File: src/program.hex
// Test program for the WISC core, one 16-bit instruction word per line in hex
// Line n is the word at byte address 2*n, the text after each word names the instruction
c105  // 0x00 LBI   r1, 0x05
c2fd  // 0x02 LBI   r2, -3
91a5  // 0x04 SLBI  r1, 0xa5
417e  // 0x06 ADDI  r3, r1, -2
4a87  // 0x08 SUBI  r4, r2, 7
51bf  // 0x0a XORI  r5, r1, 0x1f
5ad1  // 0x0c ANDNI r6, r2, 0x11
d95c  // 0x0e ADD   r7, r1, r2
d94d  // 0x10 SUB   r3, r1, r2
d9b2  // 0x12 XOR   r4, r1, r5
da9b  // 0x14 ANDN  r6, r2, r4
c010  // 0x16 LBI   r0, 0x10
80e4  // 0x18 ST    r7, r0, 4
88a4  // 0x1a LD    r5, r0, 4
c100  // 0x1c LBI   r1, 0
6002  // 0x1e BEQZ  r0, +2  not taken
6102  // 0x20 BEQZ  r1, +2  taken
c3ee  // 0x22 LBI   r3, 0xee  skipped
6902  // 0x24 BNEZ  r1, +2  not taken
6802  // 0x26 BNEZ  r0, +2  taken
c3ee  // 0x28 LBI   r3, 0xee  skipped
7002  // 0x2a BLTZ  r0, +2  not taken
7202  // 0x2c BLTZ  r2, +2  taken
c3ee  // 0x2e LBI   r3, 0xee  skipped
7a02  // 0x30 BGEZ  r2, +2  not taken
7902  // 0x32 BGEZ  r1, +2  taken
c3ee  // 0x34 LBI   r3, 0xee  skipped
2002  // 0x36 J     +2
c3ee  // 0x38 LBI   r3, 0xee  skipped
0800  // 0x3a NOP
0000  // 0x3c HALT

File: src/hw/wiscPkg.sv
// WISC core shared definitions
// Opcode and ALU operation encodings, writeback source, and the
// control and commit records passed between the stages

package wiscPkg;

   // Datapath width and register count
   localparam int dataWidth = 16;
   localparam int regCount  = 8;

   //////////////////////////////
   // Instruction opcodes, bits 15 to 11
   //////////////////////////////
   typedef enum logic [4:0] {
      opHalt    = 5'b00000,
      opNop     = 5'b00001,
      opJ       = 5'b00100,
      // Immediate ALU group shares bits 4 to 2
      opAddi    = 5'b01000,
      opSubi    = 5'b01001,
      opXori    = 5'b01010,
      opAndni   = 5'b01011,
      // Branch group, low two bits pick the condition
      opBeqz    = 5'b01100,
      opBnez    = 5'b01101,
      opBltz    = 5'b01110,
      opBgez    = 5'b01111,
      opSt      = 5'b10000,
      opLd      = 5'b10001,
      opSlbi    = 5'b10010,
      opLbi     = 5'b11000,
      opRformat = 5'b11011
   } opcodeT;

   // ALU operations
   // Low four match the low opcode bits and the R-format function
   typedef enum logic [2:0] {
      aluAdd       = 3'b000,
      aluSub       = 3'b001,  // second operand minus first
      aluXor       = 3'b010,
      aluAndn      = 3'b011,  // first AND NOT second
      aluPassB     = 3'b100,
      aluShiftLoad = 3'b101
   } aluOpT;

   // Writeback source
   typedef enum logic {
      wbAlu    = 1'b0,
      wbMemory = 1'b1
   } wbSrcT;

   //////////////////////////////
   // Decoded control for one instruction
   //////////////////////////////
   typedef struct packed {
      aluOpT      aluOp;
      logic       useImm;
      logic       regWrite;
      logic [2:0] destReg;
      logic       memWrite;
      logic       memRead;
      wbSrcT      wbSrc;
      logic       isBranch;
      logic [1:0] brType;
      logic       isJump;
      logic       halt;
   } ctrlT;

   // Record of one retired instruction
   typedef struct packed {
      logic                 valid;
      logic [dataWidth-1:0] pc;
      logic                 regWrite;
      logic [2:0]           regIndex;
      logic [dataWidth-1:0] regData;
      logic                 memWrite;
      logic [dataWidth-1:0] memAddr;
      logic [dataWidth-1:0] memData;
   } commitT;

endpackage

File: src/hw/fetchUnit.sv
// Fetch unit
// Program counter and instruction memory preloaded from the program image

`timescale 1ns/1ps

module fetchUnit #(
   parameter int imemAddrWidth = 6
) (
   input  logic                           clk,
   input  logic                           reset,
   input  logic [wiscPkg::dataWidth-1:0]  nextPc,
   input  logic                           stall,
   output logic [wiscPkg::dataWidth-1:0]  instruction,
   output logic [wiscPkg::dataWidth-1:0]  pc
);

   // Word array holding one instruction per entry
   logic [wiscPkg::dataWidth-1:0] imem [2**imemAddrWidth];

   // Low for the first cycle after reset so pc holds at 0
   logic running;

   initial begin
      $readmemh("/design/src/program.hex", imem);
   end

   //////////////////////////////
   // Combinational fetch
   //////////////////////////////
   // Word index is the byte pc without bit 0
   assign instruction = imem[pc[imemAddrWidth:1]];

   //////////////////////////////
   // Program counter
   //////////////////////////////
   always_ff @(posedge clk) begin
      if (reset) begin
         pc      <= '0;
         running <= 1'b0;
      end else begin
         running <= 1'b1;
         // Stall is the halted level and freezes pc for good
         if (running && !stall) begin
            pc <= nextPc;
         end
      end
   end

endmodule

File: src/hw/decode.sv
// Decode stage
// Turns the instruction word into the control record, the register
// indices and the extended immediate

`timescale 1ns/1ps

module decode (
   input  logic [wiscPkg::dataWidth-1:0] instruction,
   output wiscPkg::ctrlT                 ctrl,
   output logic [2:0]                    srcA,
   output logic [2:0]                    srcB,
   output logic [wiscPkg::dataWidth-1:0] imm
);

   logic [4:0]                    opBits;
   wiscPkg::opcodeT               opcode;
   logic                          legalOp;
   logic                          zeroExt;
   logic [wiscPkg::dataWidth-1:0] imm5;
   logic [wiscPkg::dataWidth-1:0] imm8;
   logic [wiscPkg::dataWidth-1:0] imm11;

   //////////////////////////////
   // Fields
   //////////////////////////////
   assign opBits = instruction[15:11];
   assign opcode = wiscPkg::opcodeT'(opBits);

   // Rs always from bits 10 to 8
   assign srcA = instruction[10:8];
   // Rt for R-format, store data register for ST
   assign srcB = instruction[7:5];

   assign legalOp = opBits inside {
      wiscPkg::opHalt, wiscPkg::opNop, wiscPkg::opJ,
      wiscPkg::opAddi, wiscPkg::opSubi, wiscPkg::opXori, wiscPkg::opAndni,
      wiscPkg::opBeqz, wiscPkg::opBnez, wiscPkg::opBltz, wiscPkg::opBgez,
      wiscPkg::opSt, wiscPkg::opLd, wiscPkg::opSlbi,
      wiscPkg::opLbi, wiscPkg::opRformat};

   //////////////////////////////
   // Immediate extension
   //////////////////////////////
   // XORI, ANDNI share 0101x; SLBI is the only 8-bit zero extend
   assign zeroExt = (opBits[4:1] == 4'b0101) | (opBits == wiscPkg::opSlbi);

   assign imm5  = zeroExt ? {11'b0, instruction[4:0]}
                          : {{11{instruction[4]}}, instruction[4:0]};
   assign imm8  = zeroExt ? {8'b0, instruction[7:0]}
                          : {{8{instruction[7]}}, instruction[7:0]};
   assign imm11 = {{5{instruction[10]}}, instruction[10:0]};

   //////////////////////////////
   // Control
   //////////////////////////////
   always_comb begin
      // Defaults give a NOP
      ctrl.aluOp    = wiscPkg::aluPassB;
      ctrl.useImm   = 1'b0;
      ctrl.regWrite = 1'b0;
      ctrl.destReg  = instruction[7:5];
      ctrl.memWrite = 1'b0;
      ctrl.memRead  = 1'b0;
      ctrl.wbSrc    = wiscPkg::wbAlu;
      ctrl.isBranch = 1'b0;
      // Branch condition is the low opcode bits
      ctrl.brType   = opBits[1:0];
      ctrl.isJump   = 1'b0;
      ctrl.halt     = 1'b0;
      imm           = imm5;

      case (opcode)
         wiscPkg::opHalt: ctrl.halt = 1'b1;
         wiscPkg::opJ: begin
            ctrl.isJump = 1'b1;
            imm         = imm11;
         end
         // Low opcode bits select the operation directly
         wiscPkg::opAddi, wiscPkg::opSubi, wiscPkg::opXori, wiscPkg::opAndni: begin
            ctrl.aluOp    = wiscPkg::aluOpT'({1'b0, opBits[1:0]});
            ctrl.useImm   = 1'b1;
            ctrl.regWrite = 1'b1;
         end
         wiscPkg::opBeqz, wiscPkg::opBnez, wiscPkg::opBltz, wiscPkg::opBgez: begin
            ctrl.isBranch = 1'b1;
            imm           = imm8;
         end
         wiscPkg::opSt: begin
            ctrl.aluOp    = wiscPkg::aluAdd;
            ctrl.useImm   = 1'b1;
            ctrl.memWrite = 1'b1;
         end
         wiscPkg::opLd: begin
            ctrl.aluOp    = wiscPkg::aluAdd;
            ctrl.useImm   = 1'b1;
            ctrl.regWrite = 1'b1;
            ctrl.memRead  = 1'b1;
            ctrl.wbSrc    = wiscPkg::wbMemory;
         end
         // SLBI and LBI write back into Rs
         wiscPkg::opSlbi, wiscPkg::opLbi: begin
            ctrl.aluOp    = opBits[3] ? wiscPkg::aluPassB : wiscPkg::aluShiftLoad;
            ctrl.useImm   = 1'b1;
            ctrl.regWrite = 1'b1;
            ctrl.destReg  = instruction[10:8];
            imm           = imm8;
         end
         wiscPkg::opRformat: begin
            ctrl.aluOp    = wiscPkg::aluOpT'({1'b0, instruction[1:0]});
            ctrl.regWrite = 1'b1;
            ctrl.destReg  = instruction[4:2];
         end
         default: begin
            // NOP and unknown opcodes keep the defaults
         end
      endcase
   end

   // Every fetched word must carry a known opcode
   assert property (@(instruction) legalOp)
      else $error("Unknown opcode %b", opBits);

endmodule

File: src/hw/regFile.sv
// Register file
// Eight 16-bit registers, two combinational reads, one synchronous write

`timescale 1ns/1ps

module regFile (
   input  logic                          clk,
   input  logic                          reset,
   input  logic [2:0]                    srcA,
   input  logic [2:0]                    srcB,
   output logic [wiscPkg::dataWidth-1:0] readA,
   output logic [wiscPkg::dataWidth-1:0] readB,
   input  logic                          writeEnable,
   input  logic [2:0]                    writeIndex,
   input  logic [wiscPkg::dataWidth-1:0] writeData
);

   logic [wiscPkg::dataWidth-1:0] regs [wiscPkg::regCount];

   //////////////////////////////
   // Read ports
   //////////////////////////////
   // No bypass, the write lands at the edge
   assign readA = regs[srcA];
   assign readB = regs[srcB];

   //////////////////////////////
   // Write port
   //////////////////////////////
   always_ff @(posedge clk) begin
      if (reset) begin
         // All registers start at zero
         for (int i = 0; i < wiscPkg::regCount; i++) begin
            regs[i] <= '0;
         end
      end else if (writeEnable) begin
         regs[writeIndex] <= writeData;
      end
   end

endmodule

File: src/hw/execute.sv
// Execute stage
// ALU plus branch and jump resolution, produces the result and next pc

`timescale 1ns/1ps

module execute (
   input  wiscPkg::ctrlT                 ctrl,
   input  logic [wiscPkg::dataWidth-1:0] pc,
   input  logic [wiscPkg::dataWidth-1:0] readA,
   input  logic [wiscPkg::dataWidth-1:0] readB,
   input  logic [wiscPkg::dataWidth-1:0] imm,
   output logic [wiscPkg::dataWidth-1:0] aluResult,
   output logic [wiscPkg::dataWidth-1:0] storeData,
   output logic [wiscPkg::dataWidth-1:0] nextPc
);

   logic [wiscPkg::dataWidth-1:0] opB;
   logic [wiscPkg::dataWidth-1:0] pcPlus2;
   logic                          condMet;
   logic                          taken;

   //////////////////////////////
   // ALU
   //////////////////////////////
   // Second operand is the immediate or Rt
   assign opB = ctrl.useImm ? imm : readB;

   always_comb begin
      case (ctrl.aluOp)
         wiscPkg::aluAdd:  aluResult = readA + opB;
         // Reversed subtract, immediate or Rt minus Rs
         wiscPkg::aluSub:  aluResult = opB - readA;
         wiscPkg::aluXor:  aluResult = readA ^ opB;
         wiscPkg::aluAndn: aluResult = readA & ~opB;
         // SLBI, Rs shifted up a byte, zero-extended byte below
         wiscPkg::aluShiftLoad: aluResult = {readA[7:0], 8'h00} | opB;
         default:          aluResult = opB;
      endcase
   end

   // ST data comes from the Rd field
   assign storeData = readB;

   //////////////////////////////
   // Branch and jump
   //////////////////////////////
   always_comb begin
      case (ctrl.brType)
         2'b00:   condMet = (readA == '0);
         2'b01:   condMet = (readA != '0);
         // Sign bit decides less than zero
         2'b10:   condMet = readA[wiscPkg::dataWidth-1];
         default: condMet = !readA[wiscPkg::dataWidth-1];
      endcase
   end

   assign taken   = ctrl.isBranch & condMet;
   assign pcPlus2 = pc + 16'd2;

   // Displacement is relative to the following instruction
   assign nextPc = (taken | ctrl.isJump) ? pcPlus2 + imm : pcPlus2;

endmodule

File: src/hw/memWriteback.sv
// Memory and writeback
// Data memory, writeback source select, commit record and halt state

`timescale 1ns/1ps

module memWriteback #(
   parameter int dmemAddrWidth = 6
) (
   input  logic                          clk,
   input  logic                          reset,
   input  wiscPkg::ctrlT                 ctrl,
   input  logic [wiscPkg::dataWidth-1:0] pc,
   input  logic [wiscPkg::dataWidth-1:0] aluResult,
   input  logic [wiscPkg::dataWidth-1:0] storeData,
   output logic                          writeEnable,
   output logic [2:0]                    writeIndex,
   output logic [wiscPkg::dataWidth-1:0] writeData,
   output wiscPkg::commitT               commit,
   output logic                          halted
);

   // Idle covers the first cycle after reset
   typedef enum logic [1:0] {
      stIdle,
      stRun,
      stHalted
   } stateT;

   stateT                         state;
   logic                          retire;
   logic [dmemAddrWidth-1:0]      dmemIndex;
   logic [wiscPkg::dataWidth-1:0] loadData;
   logic [wiscPkg::dataWidth-1:0] dmem [2**dmemAddrWidth];

   assign retire = (state == stRun);
   assign halted = (state == stHalted);

   //////////////////////////////
   // Data memory
   //////////////////////////////
   // Word indexed by the byte address without bit 0
   assign dmemIndex = aluResult[dmemAddrWidth:1];
   assign loadData  = dmem[dmemIndex];

   always_ff @(posedge clk) begin
      if (retire && ctrl.memWrite) begin
         dmem[dmemIndex] <= storeData;
      end
   end

   //////////////////////////////
   // Writeback and commit
   //////////////////////////////
   assign writeEnable = retire & ctrl.regWrite;
   assign writeIndex  = ctrl.destReg;
   assign writeData   = (ctrl.wbSrc == wiscPkg::wbMemory) ? loadData : aluResult;

   assign commit.valid    = retire;
   assign commit.pc       = pc;
   assign commit.regWrite = writeEnable;
   assign commit.regIndex = writeIndex;
   assign commit.regData  = writeData;
   assign commit.memWrite = retire & ctrl.memWrite;
   assign commit.memAddr  = aluResult;
   assign commit.memData  = storeData;

   // HALT retires in the run state and then the core stops for good
   always_ff @(posedge clk) begin
      if (reset) begin
         state <= stIdle;
      end else begin
         case (state)
            stIdle:  state <= stRun;
            stRun:   state <= ctrl.halt ? stHalted : stRun;
            default: state <= stHalted;
         endcase
      end
   end

   // Decode never asks for a store and a register write together
   assert property (@(posedge clk) disable iff (reset) !(ctrl.memWrite && ctrl.regWrite))
      else $error("memWrite and regWrite both set at pc %h", pc);

endmodule

File: src/hw/wiscCore.sv
// WISC single-cycle core
// Fetch, decode, register file, execute and memory/writeback stages,
// one instruction retired per clock

`timescale 1ns/1ps

module wiscCore #(
   parameter int imemAddrWidth = 6,
   parameter int dmemAddrWidth = 6
) (
   input  logic            clk,
   input  logic            reset,
   output wiscPkg::commitT commit,
   output logic            halted
);

   //////////////////////////////
   // Stage wires
   //////////////////////////////
   logic [wiscPkg::dataWidth-1:0] instruction;
   logic [wiscPkg::dataWidth-1:0] pc;
   logic [wiscPkg::dataWidth-1:0] nextPc;
   wiscPkg::ctrlT                 ctrl;
   logic [2:0]                    srcA;
   logic [2:0]                    srcB;
   logic [wiscPkg::dataWidth-1:0] imm;
   logic [wiscPkg::dataWidth-1:0] readA;
   logic [wiscPkg::dataWidth-1:0] readB;
   logic [wiscPkg::dataWidth-1:0] aluResult;
   logic [wiscPkg::dataWidth-1:0] storeData;
   logic                          writeEnable;
   logic [2:0]                    writeIndex;
   logic [wiscPkg::dataWidth-1:0] writeData;

   // Input side
   fetchUnit #(
      .imemAddrWidth(imemAddrWidth)
   ) fetchUnit_i (
      .clk(clk),
      .reset(reset),
      .nextPc(nextPc),
      .stall(halted),
      .instruction(instruction),
      .pc(pc)
   );

   // Processing
   decode decode_i (
      .instruction(instruction),
      .ctrl(ctrl),
      .srcA(srcA),
      .srcB(srcB),
      .imm(imm)
   );

   regFile regFile_i (
      .clk(clk),
      .reset(reset),
      .srcA(srcA),
      .srcB(srcB),
      .readA(readA),
      .readB(readB),
      .writeEnable(writeEnable),
      .writeIndex(writeIndex),
      .writeData(writeData)
   );

   execute execute_i (
      .ctrl(ctrl),
      .pc(pc),
      .readA(readA),
      .readB(readB),
      .imm(imm),
      .aluResult(aluResult),
      .storeData(storeData),
      .nextPc(nextPc)
   );

   // Output side
   memWriteback #(
      .dmemAddrWidth(dmemAddrWidth)
   ) memWriteback_i (
      .clk(clk),
      .reset(reset),
      .ctrl(ctrl),
      .pc(pc),
      .aluResult(aluResult),
      .storeData(storeData),
      .writeEnable(writeEnable),
      .writeIndex(writeIndex),
      .writeData(writeData),
      .commit(commit),
      .halted(halted)
   );

endmodule

File: config.mk
export PLATFORM = sky130hd
export DESIGN_NAME = wiscCore
export DESIGN_NICKNAME = d
export VERILOG_FILES = /design/src/hw/wiscPkg.sv /design/src/hw/fetchUnit.sv /design/src/hw/decode.sv /design/src/hw/regFile.sv /design/src/hw/execute.sv /design/src/hw/memWriteback.sv /design/src/hw/wiscCore.sv
export SDC_FILE = /design/constraint.sdc
export NUM_CORES = 1
export LEC_CHECK = 0
export ABC_AREA = 1
export ABC_CLOCK_PERIOD_IN_PS = 2120
export BUFFER_PORTS_ARGS = -buffer_cell sky130_fd_sc_hd__buf_2
export CORE_MARGIN = 2
export CORE_UTILIZATION = 40
export DETAILED_ROUTE_END_ITERATION = 8
export PLACE_DENSITY = 0.73
export SLEW_MARGIN = 10
export SYNTH_ARGS = -nofsm -noshare
export SYNTH_HDL_FRONTEND = slang
export SYNTH_SLANG_ARGS = --single-unit
File: constraint.sdc
create_clock -name clk -period 2.12 [get_ports clk]
set_clock_uncertainty 0.15 [all_clocks]
set_input_delay 0.424 -clock clk [delete_from_list [all_inputs] [get_ports clk]]
set_output_delay 0.424 -clock clk [all_outputs]
set_load 0.05 [all_outputs]
* Word-level counts from Yosys, hierarchy flattened
Memory sizes are Yosys's and may differ from the RTL's.
Cells that the tools add are included.
** Word-level totals
- Bits in registers :: 19
- Bits in writable memories :: 1152
- Bits of input ports :: 2
- Output and inout port bits :: 71
- Word-level logic and storage cells :: 90
- Memories :: 2
** Operators by class
- Add/sub/neg operators :: 4
- Eq/ne operators :: 23
- Muxes and demuxes :: 31
- Bitwise operators :: 9
- Reductions and logical operators :: 18
** Memory list
- memWriteback_i.dmem :: depth 64, bits a word 16, read ports 1, clocked after memory_dff 0, wr ports 1, RTL line memWriteback.sv:33 : logic [wiscPkg::dataWidth-1:0] dmem [2**dmemAddrWidth];
- regFile_i.regs :: depth 8, bits a word 16, read ports 1, clocked after memory_dff 0, wr ports 8, RTL line regFile.sv:18 : logic [wiscPkg::dataWidth-1:0] regs [wiscPkg::regCount];
** Operators with widths (count)
- $mux W16 :: 6
- $pmux W16 S5 :: 1
- $eq A5 B4 Y1 const AB :: 8
- $add A16 B16 Y16 :: 2
- $pmux W16 S2 :: 1
- $eq A5 B5 Y1 const AB :: 5
- $mux W1 :: 17
- $add A16 B2 Y16 const B :: 1
- $and A16 B16 Y16 :: 1
- $logic_not A16 Y1 :: 1
- $not A16 Y16 :: 1
- $or A16 B16 Y16 :: 1
- $reduce_bool A16 Y1 :: 1
- $reduce_or A16 Y1 :: 1
- $reduce_or A8 Y1 :: 2
- $sub A16 B16 Y16 :: 1
- $xor A16 B16 Y16 :: 1
- $pmux W3 S4 :: 1
- $reduce_or A4 Y1 :: 2
- $eq A3 B2 Y1 const B :: 2
- $pmux W3 S2 :: 1
- $reduce_or A6 Y1 :: 1
- $eq A5 B3 Y1 const AB :: 1
- $logic_not A5 Y1 const A :: 1
- 19 further kinds :: 25

* Logic depth before layout (Yosys ltp)
An unclocked memory read counts as a cell.
- Depth after elaboration :: 11
- Mapped depth :: 9
- Mapped depth without buffers :: 9

* Modules after synthesis
Synthesis repeated with hierarchy kept, for this count alone.
** Second synthesis, totals
- Cells, all modules :: 6294
- Area, all modules :: 56609.3 µm²
** By module, submodules not included
- memWriteback :: instances 1, cells an instance 4374, area an instance 44048.5 µm², sequential area each 30789.5 µm²
- regFile :: instances 1, cells an instance 1032, area an instance 7532.2 µm², sequential area each 3843.7 µm²
- execute :: instances 1, cells an instance 667, area an instance 3644.7 µm², sequential area each 0.0 µm²
- fetchUnit :: instances 1, cells an instance 123, area an instance 847.1 µm², sequential area each 340.3 µm²
- decode :: instances 1, cells an instance 98, area an instance 536.8 µm², sequential area each 0.0 µm²

* Least setup slack after synthesis
OpenSTA, ideal clock, no wires.
- Kind :: register to register
- From :: reg fetchUnit_i.pc[2] (netlist name)
- To :: reg fetchUnit_i.pc[9] (netlist name)
- Library setup time :: 0.124 ns
- Data arrival time :: 1.602 ns
- Data required time :: 1.846 ns
- Slack :: 0.243 ns
- Cell stages (with the launch flop) :: 9
- Buffers on the path :: 0
- Cell sequence :: dfxtp_1 > ha_1 > nand3_2 > nor2_8 > nand2_2 > nor2_1 > nand2_1 > nand2_1 > nor2_1
** On the way
- Longest elaborated chain between the ends :: 3
** Ends and longest elaborated chain
- from (decl) :: RTL line fetchUnit.sv:14 : output logic [wiscPkg::dataWidth-1:0] pc
- from (signal assigned) :: RTL line fetchUnit.sv:44 : pc <= nextPc;
- $add A16 B2 Y16 (*) :: RTL line execute.sv:58 : assign pcPlus2 = pc + 16'd2;
- $add A16 B16 Y16 :: RTL line execute.sv:61 : assign nextPc = (taken | ctrl.isJump) ? pcPlus2 + imm : pcPlus2;
- $mux W16 (*) :: RTL line execute.sv:61
Every way passes the cells marked *; elsewhere a longest branch is shown, timed or not.
A chain may end at the register's enable or synchronous reset.

* Worst setup path after layout
- From :: reg memWriteback_i.state[1]
- To :: out halted
** On the way
- Longest elaborated chain between the ends :: 1
** Ends and longest elaborated chain
- from (decl) :: RTL line memWriteback.sv:29 : stateT state;
- from (signal assigned) :: RTL line memWriteback.sv:70 : state <= stIdle;
- from (signal assigned) :: RTL line memWriteback.sv:73 : stIdle: state <= stRun;
- from (signal assigned) :: RTL line memWriteback.sv:74 : stRun: state <= ctrl.halt ? stHalted : stRun;
- $eq A2 B2 Y1 :: RTL line memWriteback.sv:36 : assign halted = (state == stHalted);
- to (decl) :: RTL line wiscCore.sv:14 : output logic halted
Every way passes these cells.

==> impl_summary.md <==
Finish
The synthesis-to-layout area growth is -3.14%. The final core utilization is 41.4%. Cells with a size suffix above 1 make up 18.3% of the layout. The count of filler cells inserted in the layout is 355. After the last flow step, the layout net total stands at 206. The number of antenna diodes in the final layout is 0. With fillers left out, the area of the finished cells amounts to 1270 um2.

Placement
The half-perimeter wire length after placement is 1650 um. The quantity of I/O buffers inserted on ports is 18. The congestion estimate from routability-driven global placement came to 0.771. In this run the cell area measured after placement is 1240 um2.

Clocking
The clock tree root driver cell is sky130_fd_sc_hd__clkbuf_4. The number of levels in the clock H-tree is 1. The hold buffer count at CTS is 0. The number of setup buffers added after CTS is 0. The CTS tree is done. The clock latency of the later-clocked register in the worst-skew pair is 0.30 ns. The count of clock tree sinks is 18.

The clock-pin slew on the worst setup and hold paths is 0.11 ns. No sink is reached through more buffers than the 2 on the longest clock path. Clock tree synthesis inserted a total of 3 buffers. In this run, post-CTS repair resized a total of 0 instances.

GRT
The initial antenna violation count came to 0. The number of global-route vias before repair was 751. The first global-routing pass estimated 3330 um of wire. In the global route stage, overall resource usage came out at 12.0%. The maximum number of pins on one net before global-route repair is 12.

Global routing finished with a remaining overflow of 0.

STA
The number of failing setup endpoints in the final timing report is 0. Counting I/O delays and the setup requirement, the final critical path takes 1.69 ns. Setup repair after global routing left no endpoint under its margin. The number of max-slew violations in the final report was 0. Derived from the worst setup path, the maximum achievable clock frequency is 593 MHz.

The share of the clock period used by the worst path after layout is 79.6%. After routing, the total negative slack on setup checks comes to 0 ns. The final count of hold timing violations is 0. The worst hold slack across all endpoints is 0.246 ns.

Setup path
The worst setup path is launched from a flip-flop. STA classifies the critical path endpoint as an output port. The critical path required time is 1.55 ns.

Traced cell by cell, the critical path runs through nand2_2, inv_1, buf_2. The largest delay contributor family on the critical path is flip-flops. The worst path arrival time is 1.11 ns. For this design, the slowest cell found on the critical path is sky130_fd_sc_hd__dfxtp_1.

The worst setup path is of the reg2out kind. In this run the worst path has a maximum fanout of 4. On the worst path, the slowest cell contributes a delay of 0.40 ns. The number of buffers and inverters on the critical path is 2.

Power and ir drop
Internal power comes to 471 uW. The share of total power dissipated in sequential elements is 41.5%. Net switching is 45.4% of the power. The power density over cell area is 677 nW/um2.

Summed over all cells, the static leakage comes to 0.671 nW. The switching power summed over all nets is 391 uW. The largest vdd supply drop is 0.325 mV.

The share of total power in the clock network is 25.2%. The design draws 863 uW. The part of the power in combinational logic is 33.3%.

Logic synthesis
Counting flops and latches in the post-synthesis netlist gives 18. The mean instance size in the synthesized netlist is 7.15 um2. The area share of the largest cell type after synthesis is 31.4%. The count of different cell masters after synthesis is 26.

Ranked by total cell area, the synthesized netlist is headed by sky130_fd_sc_hd__buf_4, sky130_fd_sc_hd__dfxtp_1, sky130_fd_sc_hd__nand2_1, sky130_fd_sc_hd__nor2_1, sky130_fd_sc_hd__inv_1. The number of flops mapped to enable cells by yosys is 0. Sequential cells were found to cover 27.4% of the synthesized design area. The number of instances in the synthesized netlist is 184. For this run, the leading register cell type out of synthesis is sky130_fd_sc_hd__dfxtp_1.

By instance count, the leading cell after synthesis is sky130_fd_sc_hd__buf_4. The synthesized area is 1320 um2. The total number of yosys warnings is 0. The fraction of registers with async set/reset is 0%.

Sorting the synthesized cells by how often they occur yields sky130_fd_sc_hd__buf_4, sky130_fd_sc_hd__nand2_1, sky130_fd_sc_hd__nor2_1. The cell type with the highest aggregate area in the netlist is sky130_fd_sc_hd__buf_4.

Die
The number of placed I/O pins is 73. In this run the core area contains 20 standard-cell rows. For this configuration, the core starts out at a cell density of 42.7%. The area enclosed by the die boundary is 3760 um2. The horizontal die dimension is 61.3 um. The vertical die dimension is 61.3 um. After floorplanning, the core was sized to cover 3080 um2.

Drt
The total wirelength of the detailed-routed design is 2100 um. The via count normalized by instance count is 3.80. The violation count after the first detailed-route iteration is 10.

After detailed routing, the number of remaining DRC violations is 0. Dividing the detail-routed wire length by the instance count gives 8.54 um. The number of vias after detailed routing is 935. For this run, the detailed router's first-pass iteration total came to 3. Once detail routing completed, the nets flagged for antenna violations numbered 0.

Run
The total of max-cap violations is 0.

Hold path
The worst min-delay path class is in2reg.

Status
The run finished with clean final reports.
[layer usage]
layer | GRT usage [%] | routed length [um]
met3 | 2.10 | 174
met1 | 15.5 | 955
met5 | 0 | 0
met4 | 6.38 | 46
met2 | 19.0 | 924
[stage by stage]
step           instances  setup slack (ns)
4_1_cts              246             0.421
3_3_place_gp         242             0.645
6_report             246             0.433
2_1_floorplan        237             0.243
5_1_grt              246             0.375
3_5_place_dp         242             0.591
[cell type report]
cell class,instances,area [um2],area share (%)
Multi-Input combinational cell,140,648,50.9
Sequential cell,18,360,28.3
Tap cell,44,55.1,4.32
Clock buffer,4,36.3,2.85
Timing Repair Buffer,18,90.1,7.07
Inverter,22,83.8,6.58
[power by group through the flow]
stage	registers, mW	clock network, mW	logic (mW)
after floorplan	0.380	0	0.337
after global placement	0.365	0	0.284
after detailed placement	0.366	0	0.285
after CTS	0.358	0.226	0.286
after global routing	0.360	0.237	0.302
final	0.358	0.218	0.287
[final timing paths]
kind                                               from                      end  slack [ns]  cells after the start
worst min-delay path                              reset       fetchUnit_i.pc[11]        0.25                      2
worst max-delay path            memWriteback_i.state[1]                   halted        0.43                      3
worst max register to register        fetchUnit_i.pc[2]        fetchUnit_i.pc[9]        0.59                      8
worst min register to register  memWriteback_i.state[0]  memWriteback_i.state[0]        0.33                      1
[sequential cells by signal, summed over array words and instances (netlist names)]
signal / count
fetchUnit_i.pc: 15
memWriteback_i.state: 2
fetchUnit_i.running: 1
[worst register-to-register path: stages, from the launching register on]
cell	delay, ns
sky130_fd_sc_hd__dfxtp_1	0.40
sky130_fd_sc_hd__ha_1	0.22
sky130_fd_sc_hd__nand3_2	0.16
sky130_fd_sc_hd__nor2_8	0.17
sky130_fd_sc_hd__nand2_2	0.09
sky130_fd_sc_hd__nor2_1	0.10
sky130_fd_sc_hd__nand2_1	0.06
sky130_fd_sc_hd__nand2_1	0.06
sky130_fd_sc_hd__nor2_1	0.03
[layout by cell type, fill, tap and decap left out, types with 2 or more instances in the layout]
cell / Yosys / routed
sky130_fd_sc_hd__a21oi_1: 6 / 6
sky130_fd_sc_hd__o21ai_1: 5 / 5
sky130_fd_sc_hd__inv_1: 18 / 18
sky130_fd_sc_hd__nand3_2: 3 / 3
sky130_fd_sc_hd__conb_1: 1 / 54
sky130_fd_sc_hd__buf_2: 1 / 18
sky130_fd_sc_hd__nand2_1: 29 / 29
sky130_fd_sc_hd__nand2_2: 3 / 3
sky130_fd_sc_hd__nand3_1: 4 / 4
sky130_fd_sc_hd__clkbuf_4: 0 / 3
sky130_fd_sc_hd__inv_2: 2 / 2
sky130_fd_sc_hd__o21a_1: 2 / 2
sky130_fd_sc_hd__dfxtp_1: 18 / 18
sky130_fd_sc_hd__nor2_1: 20 / 20
sky130_fd_sc_hd__nor3_1: 3 / 3
sky130_fd_sc_hd__nand4_1: 4 / 4
[cells by family after synthesis]
| kind of cell | after synthesis | share of synthesized area (%) |
|---|---|---|
| buffers and inverters | 79 | 38.4 |
| AND/OR/NAND/NOR | 71 | 26.7 |
| flip-flops | 18 | 27.4 |
| AO/OA/AOI/OAI | 14 | 6.18 |
| adder cells (fa/ha/maj) | 1 | 0.951 |
| other | 1 | 0.285 |
Note: power is estimated with default switching activity, not from simulation.
